==> config.mk <==
export PLATFORM = sky130hd
export DESIGN_NAME = afifo_top
export DESIGN_NICKNAME = d
export VERILOG_FILES = /design/src/hw/afifo_cfg_pkg.sv /design/src/hw/afifo_ctrl_pkg.sv /design/src/hw/afifo_top.sv /design/src/hw/asym_width_converter.sv /design/src/hw/credit_read_fsm.sv /design/src/hw/fifo_ptr_counter.sv /design/src/hw/lane_ram.sv
export SDC_FILE = /design/constraint.sdc
export NUM_CORES = 1
export LEC_CHECK = 0
export BUFFER_PORTS_ARGS = -buffer_cell sky130_fd_sc_hd__clkbuf_2
export CAP_MARGIN = 5
export CORE_ASPECT_RATIO = 1.1
export CORE_MARGIN = 2
export CORE_UTILIZATION = 45
export DETAILED_ROUTE_END_ITERATION = 7
export SLEW_MARGIN = 20
export SYNTH_ARGS = -nofsm -noshare
export SYNTH_HDL_FRONTEND = slang
export SYNTH_SLANG_ARGS = --single-unit
==> constraint.sdc <==
create_clock -name clk_i -period 6.24 [get_ports clk_i]
set_input_delay 0.936 -clock clk_i [delete_from_list [all_inputs] [get_ports clk_i]]
set_output_delay 0.936 -clock clk_i [all_outputs]
set_load 0.01 [all_outputs]
==> src/hw/afifo_cfg_pkg.sv <==
`default_nettype none

package afifo_cfg_pkg;

   // default data format
   localparam int W_DATA_DEF = 8;
   localparam int R_DATA_DEF = 32;
   // address width counted in narrow lanes
   localparam int ADDR_DEF = 6;

   // producer word
   typedef logic [W_DATA_DEF-1:0] narrow_t;
   // consumer word
   typedef logic [R_DATA_DEF-1:0] wide_t;
   // lane-unit address
   typedef logic [ADDR_DEF-1:0] lane_addr_t;
   // fill level, one extra bit so a full FIFO is representable
   typedef logic [ADDR_DEF:0] level_t;

   // wider of the two data widths
   function automatic int max_w(input int a, input int b);
      return (a > b) ? a : b;
   endfunction

   // narrower of the two data widths
   function automatic int min_w(input int a, input int b);
      return (a < b) ? a : b;
   endfunction

   // number of narrow lanes in one wide word
   function automatic int ratio(input int a, input int b);
      return max_w(a, b) / min_w(a, b);
   endfunction

endpackage

`default_nettype wire

==> src/hw/afifo_ctrl_pkg.sv <==
`default_nettype none

package afifo_ctrl_pkg;

   // read side states
   typedef enum logic [1:0] {
      S_IDLE,
      S_STREAM,
      S_FLUSH
   } rd_state_t;

   // consumer credits
   typedef logic [3:0] credit_t;

   // credits granted after reset
   localparam int CREDITS_DEF = 4;

endpackage

`default_nettype wire

==> src/hw/afifo_top.sv <==
`default_nettype none

module afifo_top (
   input  wire                    clk_i,
   input  wire                    rst_n_i,
   // producer side
   input  wire                    w_en_i,
   input  afifo_cfg_pkg::narrow_t w_data_i,
   output logic                   w_full_o,
   // consumer side
   output logic                   rd_valid_o,
   output afifo_cfg_pkg::wide_t   rd_data_o,
   input  wire                    credit_return_i,
   // control and status
   input  wire                    flush_i,
   output afifo_cfg_pkg::level_t  fill_level_o
);

   localparam int W_DATA_W  = afifo_cfg_pkg::W_DATA_DEF;
   localparam int R_DATA_W  = afifo_cfg_pkg::R_DATA_DEF;
   localparam int ADDR_W    = afifo_cfg_pkg::ADDR_DEF;
   localparam int CREDITS   = afifo_ctrl_pkg::CREDITS_DEF;
   localparam int MAXDATA_W = afifo_cfg_pkg::max_w(W_DATA_W, R_DATA_W);
   localparam int R         = afifo_cfg_pkg::ratio(W_DATA_W, R_DATA_W);
   localparam int MINADDR_W = ADDR_W - $clog2(R);

   logic                     w_en;
   afifo_cfg_pkg::lane_addr_t wr_ptr;
   afifo_cfg_pkg::lane_addr_t rd_ptr;
   logic                     data_avail;
   logic                     rd_issue;
   logic                     ptr_clear;

   logic [R-1:0]             mem_w_en;
   logic [MINADDR_W-1:0]     mem_w_addr;
   logic [MAXDATA_W-1:0]     mem_w_data;
   logic [R-1:0]             mem_r_en;
   logic [MINADDR_W-1:0]     mem_r_addr;
   logic [MAXDATA_W-1:0]     mem_r_data;

   // writes while full are dropped
   assign w_en = w_en_i & ~w_full_o;

   asym_width_converter #(
      .W_DATA_W(W_DATA_W),
      .R_DATA_W(R_DATA_W),
      .ADDR_W  (ADDR_W)
   ) u_conv (
      .clk_i       (clk_i),
      .rst_n_i     (rst_n_i),
      .w_en_i      (w_en),
      .w_addr_i    (wr_ptr),
      .w_data_i    (w_data_i),
      .r_en_i      (rd_issue),
      .r_addr_i    (rd_ptr),
      .r_data_o    (rd_data_o),
      .mem_w_en_o  (mem_w_en),
      .mem_w_addr_o(mem_w_addr),
      .mem_w_data_o(mem_w_data),
      .mem_r_en_o  (mem_r_en),
      .mem_r_addr_o(mem_r_addr),
      .mem_r_data_i(mem_r_data)
   );

   lane_ram #(
      .W_DATA_W(W_DATA_W),
      .R_DATA_W(R_DATA_W),
      .ADDR_W  (ADDR_W)
   ) u_ram (
      .clk_i   (clk_i),
      .w_en_i  (mem_w_en),
      .w_addr_i(mem_w_addr),
      .w_data_i(mem_w_data),
      .r_en_i  (mem_r_en),
      .r_addr_i(mem_r_addr),
      .r_data_o(mem_r_data)
   );

   fifo_ptr_counter #(
      .W_DATA_W(W_DATA_W),
      .R_DATA_W(R_DATA_W),
      .ADDR_W  (ADDR_W)
   ) u_cnt (
      .clk_i       (clk_i),
      .rst_n_i     (rst_n_i),
      .w_en_i      (w_en),
      .rd_issue_i  (rd_issue),
      .clear_i     (ptr_clear),
      .wr_ptr_o    (wr_ptr),
      .rd_ptr_o    (rd_ptr),
      .level_o     (fill_level_o),
      .data_avail_o(data_avail),
      .w_full_o    (w_full_o)
   );

   credit_read_fsm #(
      .CREDITS(CREDITS)
   ) u_fsm (
      .clk_i          (clk_i),
      .rst_n_i        (rst_n_i),
      .data_avail_i   (data_avail),
      .credit_return_i(credit_return_i),
      .flush_i        (flush_i),
      .rd_issue_o     (rd_issue),
      .rd_valid_o     (rd_valid_o),
      .ptr_clear_o    (ptr_clear)
   );

endmodule

`default_nettype wire

==> src/hw/asym_width_converter.sv <==
`default_nettype none

module asym_width_converter #(
   parameter int W_DATA_W = 8,
   parameter int R_DATA_W = 32,
   parameter int ADDR_W   = 6
) (
   input  wire                                 clk_i,
   input  wire                                 rst_n_i,
   // user write port, address in lanes
   input  wire                                 w_en_i,
   input  wire [ADDR_W-1:0]                    w_addr_i,
   input  wire [W_DATA_W-1:0]                  w_data_i,
   // user read port, address in lanes
   input  wire                                 r_en_i,
   input  wire [ADDR_W-1:0]                    r_addr_i,
   output logic [R_DATA_W-1:0]                 r_data_o,
   // banked memory write side
   output logic [afifo_cfg_pkg::ratio(W_DATA_W, R_DATA_W)-1:0] mem_w_en_o,
   output logic [ADDR_W-$clog2(afifo_cfg_pkg::ratio(W_DATA_W, R_DATA_W))-1:0] mem_w_addr_o,
   output logic [afifo_cfg_pkg::max_w(W_DATA_W, R_DATA_W)-1:0] mem_w_data_o,
   // banked memory read side
   output logic [afifo_cfg_pkg::ratio(W_DATA_W, R_DATA_W)-1:0] mem_r_en_o,
   output logic [ADDR_W-$clog2(afifo_cfg_pkg::ratio(W_DATA_W, R_DATA_W))-1:0] mem_r_addr_o,
   input  wire [afifo_cfg_pkg::max_w(W_DATA_W, R_DATA_W)-1:0] mem_r_data_i
);

   localparam int MAXDATA_W = afifo_cfg_pkg::max_w(W_DATA_W, R_DATA_W);
   localparam int R         = afifo_cfg_pkg::ratio(W_DATA_W, R_DATA_W);
   localparam int LSB_W     = $clog2(R);

   logic                 r_valid_q;
   logic [MAXDATA_W-1:0] r_hold_q;
   logic [MAXDATA_W-1:0] r_data_int;

   // memory output is fresh only in the cycle after a read
   always_ff @(posedge clk_i or negedge rst_n_i) begin
      if (!rst_n_i) begin
         r_valid_q <= 1'b0;
      end else begin
         r_valid_q <= r_en_i;
      end
   end

   // keep last read word once the RAM output moves on
   always_ff @(posedge clk_i) begin
      if (r_valid_q) begin
         r_hold_q <= mem_r_data_i;
      end
   end

   assign r_data_int = r_valid_q ? mem_r_data_i : r_hold_q;

   generate
      if (W_DATA_W > R_DATA_W) begin : g_write_wider
         logic [LSB_W-1:0]     r_lsb_q;
         logic [MAXDATA_W-1:0] r_shifted;

         // full-width write hits every lane
         assign mem_w_en_o   = {R{w_en_i}};
         assign mem_w_addr_o = w_addr_i[ADDR_W-1:LSB_W];
         assign mem_w_data_o = w_data_i;

         // lane of the pending read, needed when data returns
         always_ff @(posedge clk_i) begin
            if (r_en_i) begin
               r_lsb_q <= r_addr_i[LSB_W-1:0];
            end
         end

         assign mem_r_en_o   = {{(R - 1){1'b0}}, r_en_i} << r_addr_i[LSB_W-1:0];
         assign mem_r_addr_o = r_addr_i[ADDR_W-1:LSB_W];

         assign r_shifted = r_data_int >> (r_lsb_q * R_DATA_W);
         assign r_data_o  = r_shifted[R_DATA_W-1:0];

      end else if (W_DATA_W < R_DATA_W) begin : g_read_wider
         // narrow write goes to one lane, data shifted into its slot
         assign mem_w_en_o   = {{(R - 1){1'b0}}, w_en_i} << w_addr_i[LSB_W-1:0];
         assign mem_w_addr_o = w_addr_i[ADDR_W-1:LSB_W];
         assign mem_w_data_o = {{(R_DATA_W - W_DATA_W){1'b0}}, w_data_i} <<
                               (w_addr_i[LSB_W-1:0] * W_DATA_W);

         // wide read concatenates all lanes
         assign mem_r_en_o   = {R{r_en_i}};
         assign mem_r_addr_o = r_addr_i[ADDR_W-1:LSB_W];
         assign r_data_o     = r_data_int;

      end else begin : g_same_width
         // single lane, addresses pass straight to the RAM
         assign mem_w_en_o   = w_en_i;
         assign mem_w_addr_o = w_addr_i;
         assign mem_w_data_o = w_data_i;

         assign mem_r_en_o   = r_en_i;
         assign mem_r_addr_o = r_addr_i;
         assign r_data_o     = r_data_int;
      end
   endgenerate

endmodule

`default_nettype wire

==> src/hw/credit_read_fsm.sv <==
`default_nettype none

module credit_read_fsm #(
   parameter int CREDITS = 4
) (
   input  wire  clk_i,
   input  wire  rst_n_i,
   input  wire  data_avail_i,
   input  wire  credit_return_i,
   input  wire  flush_i,
   output logic rd_issue_o,
   output logic rd_valid_o,
   output logic ptr_clear_o
);

   afifo_ctrl_pkg::rd_state_t state_q;
   afifo_ctrl_pkg::rd_state_t state_nxt;
   afifo_ctrl_pkg::credit_t   credit_q;
   afifo_ctrl_pkg::credit_t   credit_nxt;
   logic                      rd_valid_q;
   logic                      ptr_clear_q;

   // no new reads while flushing or while pointers are being cleared
   assign rd_issue_o = (state_q != afifo_ctrl_pkg::S_FLUSH) && !ptr_clear_q &&
                       data_avail_i && (credit_q != '0);

   // one credit spent per issue, one gained per returned word
   always_comb begin
      credit_nxt = credit_q;
      if (rd_issue_o) begin
         credit_nxt = credit_nxt - afifo_ctrl_pkg::credit_t'(1);
      end
      if (credit_return_i) begin
         credit_nxt = credit_nxt + afifo_ctrl_pkg::credit_t'(1);
      end
   end

   always_comb begin
      state_nxt = state_q;
      case (state_q)
         afifo_ctrl_pkg::S_IDLE,
         afifo_ctrl_pkg::S_STREAM: begin
            if (flush_i) begin
               state_nxt = afifo_ctrl_pkg::S_FLUSH;
            end else if (rd_issue_o) begin
               state_nxt = afifo_ctrl_pkg::S_STREAM;
            end else begin
               state_nxt = afifo_ctrl_pkg::S_IDLE;
            end
         end
         // in-flight read finishes here, clear follows next cycle
         afifo_ctrl_pkg::S_FLUSH: begin
            state_nxt = afifo_ctrl_pkg::S_IDLE;
         end
         default: begin
            state_nxt = afifo_ctrl_pkg::S_IDLE;
         end
      endcase
   end

   always_ff @(posedge clk_i or negedge rst_n_i) begin
      if (!rst_n_i) begin
         state_q     <= afifo_ctrl_pkg::S_IDLE;
         credit_q    <= afifo_ctrl_pkg::credit_t'(CREDITS);
         rd_valid_q  <= 1'b0;
         ptr_clear_q <= 1'b0;
      end else begin
         state_q     <= state_nxt;
         credit_q    <= credit_nxt;
         // data is out of the RAM one cycle after the issue
         rd_valid_q  <= rd_issue_o;
         ptr_clear_q <= (state_q == afifo_ctrl_pkg::S_FLUSH);
      end
   end

   assign rd_valid_o  = rd_valid_q;
   assign ptr_clear_o = ptr_clear_q;

endmodule

`default_nettype wire

==> src/hw/fifo_ptr_counter.sv <==
`default_nettype none

module fifo_ptr_counter #(
   parameter int W_DATA_W = 8,
   parameter int R_DATA_W = 32,
   parameter int ADDR_W   = 6
) (
   input  wire               clk_i,
   input  wire               rst_n_i,
   input  wire               w_en_i,
   input  wire               rd_issue_i,
   input  wire               clear_i,
   output logic [ADDR_W-1:0] wr_ptr_o,
   output logic [ADDR_W-1:0] rd_ptr_o,
   output logic [ADDR_W:0]   level_o,
   output logic              data_avail_o,
   output logic              w_full_o
);

   localparam int MINDATA_W = afifo_cfg_pkg::min_w(W_DATA_W, R_DATA_W);
   // lanes moved per access on each side
   localparam logic [ADDR_W:0] W_STEP = (ADDR_W + 1)'(W_DATA_W / MINDATA_W);
   localparam logic [ADDR_W:0] R_STEP = (ADDR_W + 1)'(R_DATA_W / MINDATA_W);
   localparam logic [ADDR_W:0] DEPTH  = (ADDR_W + 1)'(1 << ADDR_W);

   // pointers carry one wrap bit above the address
   logic [ADDR_W:0] wr_q;
   logic [ADDR_W:0] rd_q;
   logic [ADDR_W:0] wr_nxt;
   logic [ADDR_W:0] rd_nxt;
   logic [ADDR_W:0] level_nxt;
   logic            w_full_q;

   always_comb begin
      if (clear_i) begin
         wr_nxt = '0;
         rd_nxt = '0;
      end else begin
         wr_nxt = w_en_i ? wr_q + W_STEP : wr_q;
         rd_nxt = rd_issue_i ? rd_q + R_STEP : rd_q;
      end
      level_nxt = wr_nxt - rd_nxt;
   end

   always_ff @(posedge clk_i or negedge rst_n_i) begin
      if (!rst_n_i) begin
         wr_q     <= '0;
         rd_q     <= '0;
         w_full_q <= 1'b0;
      end else begin
         wr_q     <= wr_nxt;
         rd_q     <= rd_nxt;
         // no room left for one more narrow word
         w_full_q <= (DEPTH - level_nxt) < W_STEP;
      end
   end

   assign wr_ptr_o     = wr_q[ADDR_W-1:0];
   assign rd_ptr_o     = rd_q[ADDR_W-1:0];
   assign level_o      = wr_q - rd_q;
   assign data_avail_o = level_o >= R_STEP;
   assign w_full_o     = w_full_q;

endmodule

`default_nettype wire

==> src/hw/lane_ram.sv <==
`default_nettype none

module lane_ram #(
   parameter int W_DATA_W = 8,
   parameter int R_DATA_W = 32,
   parameter int ADDR_W   = 6
) (
   input  wire                                 clk_i,
   input  wire [afifo_cfg_pkg::ratio(W_DATA_W, R_DATA_W)-1:0] w_en_i,
   input  wire [ADDR_W-$clog2(afifo_cfg_pkg::ratio(W_DATA_W, R_DATA_W))-1:0] w_addr_i,
   input  wire [afifo_cfg_pkg::max_w(W_DATA_W, R_DATA_W)-1:0] w_data_i,
   input  wire [afifo_cfg_pkg::ratio(W_DATA_W, R_DATA_W)-1:0] r_en_i,
   input  wire [ADDR_W-$clog2(afifo_cfg_pkg::ratio(W_DATA_W, R_DATA_W))-1:0] r_addr_i,
   output logic [afifo_cfg_pkg::max_w(W_DATA_W, R_DATA_W)-1:0] r_data_o
);

   localparam int MINDATA_W = afifo_cfg_pkg::min_w(W_DATA_W, R_DATA_W);
   localparam int R         = afifo_cfg_pkg::ratio(W_DATA_W, R_DATA_W);
   localparam int MINADDR_W = ADDR_W - $clog2(R);
   localparam int DEPTH     = 1 << MINADDR_W;

   // one bank per lane, each with its own enables
   generate
      for (genvar b = 0; b < R; b++) begin : g_bank
         logic [MINDATA_W-1:0] mem [DEPTH];
         logic [MINDATA_W-1:0] rd_q;

         always_ff @(posedge clk_i) begin
            if (w_en_i[b]) begin
               mem[w_addr_i] <= w_data_i[b*MINDATA_W +: MINDATA_W];
            end
         end

         // synchronous read, output holds while disabled
         always_ff @(posedge clk_i) begin
            if (r_en_i[b]) begin
               rd_q <= mem[r_addr_i];
            end
         end

         assign r_data_o[b*MINDATA_W +: MINDATA_W] = rd_q;
      end
   endgenerate

endmodule

`default_nettype wire

==> out/results.ini <==
[cts]
root_buffer=clkbuf_16
clock_latency_ns=0.61
cts_setup_buffers=0
cts_hold_buf=0
cts_tree=done
cts.sinks=599
path_clk_slew_ns=0.06
numCtsBuffers=58
cts_buffer_depth=3
post_cts_resized=0
htree_levels=2

[floorplan]
rows=88
coreArea_sq_um=52300
start_util_pct=45.5
boundaryPins=54
die-height_um=245
die_w_um=223
die_area_sq_um=54700

[placement]
dp_hpwl_um=31800
post-place-ws_ns=0.865
place_congestion=0.794
io_buffers=53
placed_cells=2028

[critical_path]
cp_data_required_time_ns=6.78
r2r_cells=20
crit_arrival_ns=6.04
crit_start=u_cnt.wr_q[0]
end_kind=flip-flop
r2r_end=u_cnt.w_full_o
r2r_start=u_cnt.wr_q[0]
crit_type=flip-flop to flip-flop
cp_max_fo=14
cp-start-kind=flip-flop
rrSetupSlack_ns=0.74

[pwr]
leakage_uw=0.00921
ir_drop_v=0.000308
pwr_density_cell_nw_per_um2=442

[logic_synthesis]
yosys_warnings=0
syn_nets=1383
synthXorXnorAreaFrac_pct=0.663
synth_most_common_cell=edfxtp_1
synth_common_cells=edfxtp_1 (544), mux2i_1 (134), nor2_1 (84)
synth_edf_count=544
ys_seq_area_share_pct=73.8
postSynthCellCount=1345
ys_top_cells_by_area=edfxtp_1 (69%), mux4_2 (6.1%), mux2i_1 (5.6%), dfxtp_1 (2.7%), a221oi_1 (2.4%)
ys_async_sr_fraction_pct=3.84
synth-simple-area-share_pct=4.22
synth_ff_type=edfxtp_1
syn_area_sq_um=23800
synth.mux.area_fraction_pct=13.3
syn_avg_cell_area_sq_um=17.7
synth_top_area_cell=edfxtp_1
synth_cell_types=53
yosys_register_bits=599
synth_compound_area_share_pct=5.13
synthAdderAreaFrac_pct=1.38
synth_top_family_by_area=multiplexers
yosys.area.top_type_share_pct=68.7

[cells_and_area]
layout-drive-gt1-share_pct=19.1
fin_nets=1452
diodes=0
finalNonFillerCells=2138
area_growth_pct=12.8
utilization_pct=51.3

[global_routing]
grt_max_degree=138
grt_pass1_vias=12144
grt_usage_pct=19.8
grt_pass1_wl_um=78900
gr-total-overflow=0
antenna_found_initial=1

[min_path]
hp-class=primary input to asynchronous set/reset pin

[detailed_routing]
vias=12251
drt-vias-per-instance=5.73
drtIter0Drc=1186
wl_per_cell_um=25.1
wl_um=53600
route.detailed.drc=0
ant_nets=0
firstDrtPassIters=5

[timing]
finalCritPeriodShare_pct=88.1
finalHoldViolCount=0
tns_ns=0
worst_slew_pin_slew_ns=1.09
setup-violations-final=0
fmax_mhz=182
slew_headroom_pct=26.7
finalWorstSetupSlack_ns=0.740
drv_slew=0
rsz0062_at_grt=false
finalClockSkew_ns=0.0144
period_minus_slack_ns=5.50

[status]
status=finished clean

[job]
cap_violations=0

[sequential cells by signal, indices dropped and copies added (netlist names)]
register           count
u_cnt.rd_q             7
u_cnt.w_full_o         1
u_cnt.wr_q             7
u_conv.r_hold_q       32
u_fsm.credit_q         4
u_fsm.ptr_clear_o      1
u_fsm.rd_valid_o       1
u_fsm.state_q          2
u_ram.g_bank.mem     512
u_ram.g_bank.rd_q     32
[area by class of cell]
type,instances,area (sq um)
clock buffer,82,1660
clock inverter,27,299
fill,4161,25400
inverter,28,105
multi-input combinational,648,5890
sequential,599,17600
tap,675,845
timing repair buffer,79,493
[worst max-delay path by stage]
stage / endpoint / depth (start not counted)
finish: u_cnt.w_full_o / 20
global route: u_cnt.w_full_o / 20
CTS: u_cnt.w_full_o / 20
detailed placement: u_cnt.w_full_o / 20
global placement: u_cnt.w_full_o / 20
floorplan: u_cnt.w_full_o / 21
[where the power goes]
part | switching (uW) | leakage (uW) | internal [uW]
clock | 1460 | 0.000954 | 2130
sequential | 141 | 0.00560 | 4980
combinational | 1870 | 0.00265 | 1310
total | 3470 | 0.00921 | 8410
[cell families (layout without fill, tap and decap cells)]
kind of cell,count (synthesis),count (layout)
AOI/OAI and AO/OA,162,162
xor gates and xnor gates,18,18
DFF,599,599
muxes,231,231
and+or+nand+nor,212,212
buffers and inverters,98,216
adders and majority gates,25,25
[stage by stage]
stage / hold WS [ns] / total power [uW] / cell area, sq um
after floorplan: 0.389 / 7430 / 23800
after global placement: 0.394 / 8350 / 24900
after detailed placement: 0.406 / 8430 / 24900
after CTS: 0.325 / 12000 / 26800
after global routing: 0.361 / 12500 / 26900
final: 0.330 / 11900 / 26900
[worst max-delay path, cell delays in order, from the launching register on]
cell       delay, ns
dfrtp_1         0.52
inv_1           0.17
ha_1            0.18
inv_1           0.05
fa_1            0.41
a211oi_1        0.30
nor2_1          0.11
xnor2_1         0.16
or4_4           0.55
o21ai_4         0.34
mux2i_1         0.23
nor2_1          0.07
ha_1            0.32
ha_1            0.39
nand3_1         0.13
a2111oi_0       0.45
o21ba_2         0.23
o2111ai_1       0.20
a2111oi_0       0.38
mux2i_1         0.15
nand3_1         0.09
[metal layers]
| metal | vias to the layer above | track usage, % | share of wire [%] |
|---|---|---|---|
| li1 | 5491 | - | - |
| met1 | 6216 | 26.6 | 41 |
| met2 | 466 | 32.7 | 48 |
| met3 | 78 | 4.98 | 8.4 |
| met4 | 0 | 4.98 | 1.9 |
| met5 | - | 0 | 0 |
[placed cells by master, fill, tap and decap left out, types with 3 or more instances in the layout]
cell       instances
and3_1             8
nand4_1            4
and2_1            24
dfrtp_1           19
a211oi_1           3
a22oi_1           31
ha_1              23
edfxtp_1         544
a2111oi_0          3
a21o_1             3
a221oi_1          64
dfxtp_1           32
clkbuf_16         61
inv_1             27
nand2_1           48
nor2_2             6
or3_1              3
clkinv_1          11
o21ai_0           35
or2_2              5
mux2_2            33
o21a_1             3
clkinv_2           8
buf_4             24
clkbuf_2          53
bufinv_16          7
a21oi_1            7
nand3_1           10
xnor2_1           10
clkbuf_1          16
nand2b_1           4
xor2_1             8
mux2i_1          134
mux4_2            64
nor2b_1           11
clkbuf_8           5
nor2_1            76
No activity file was read; power rests on OpenSTA's default activity.
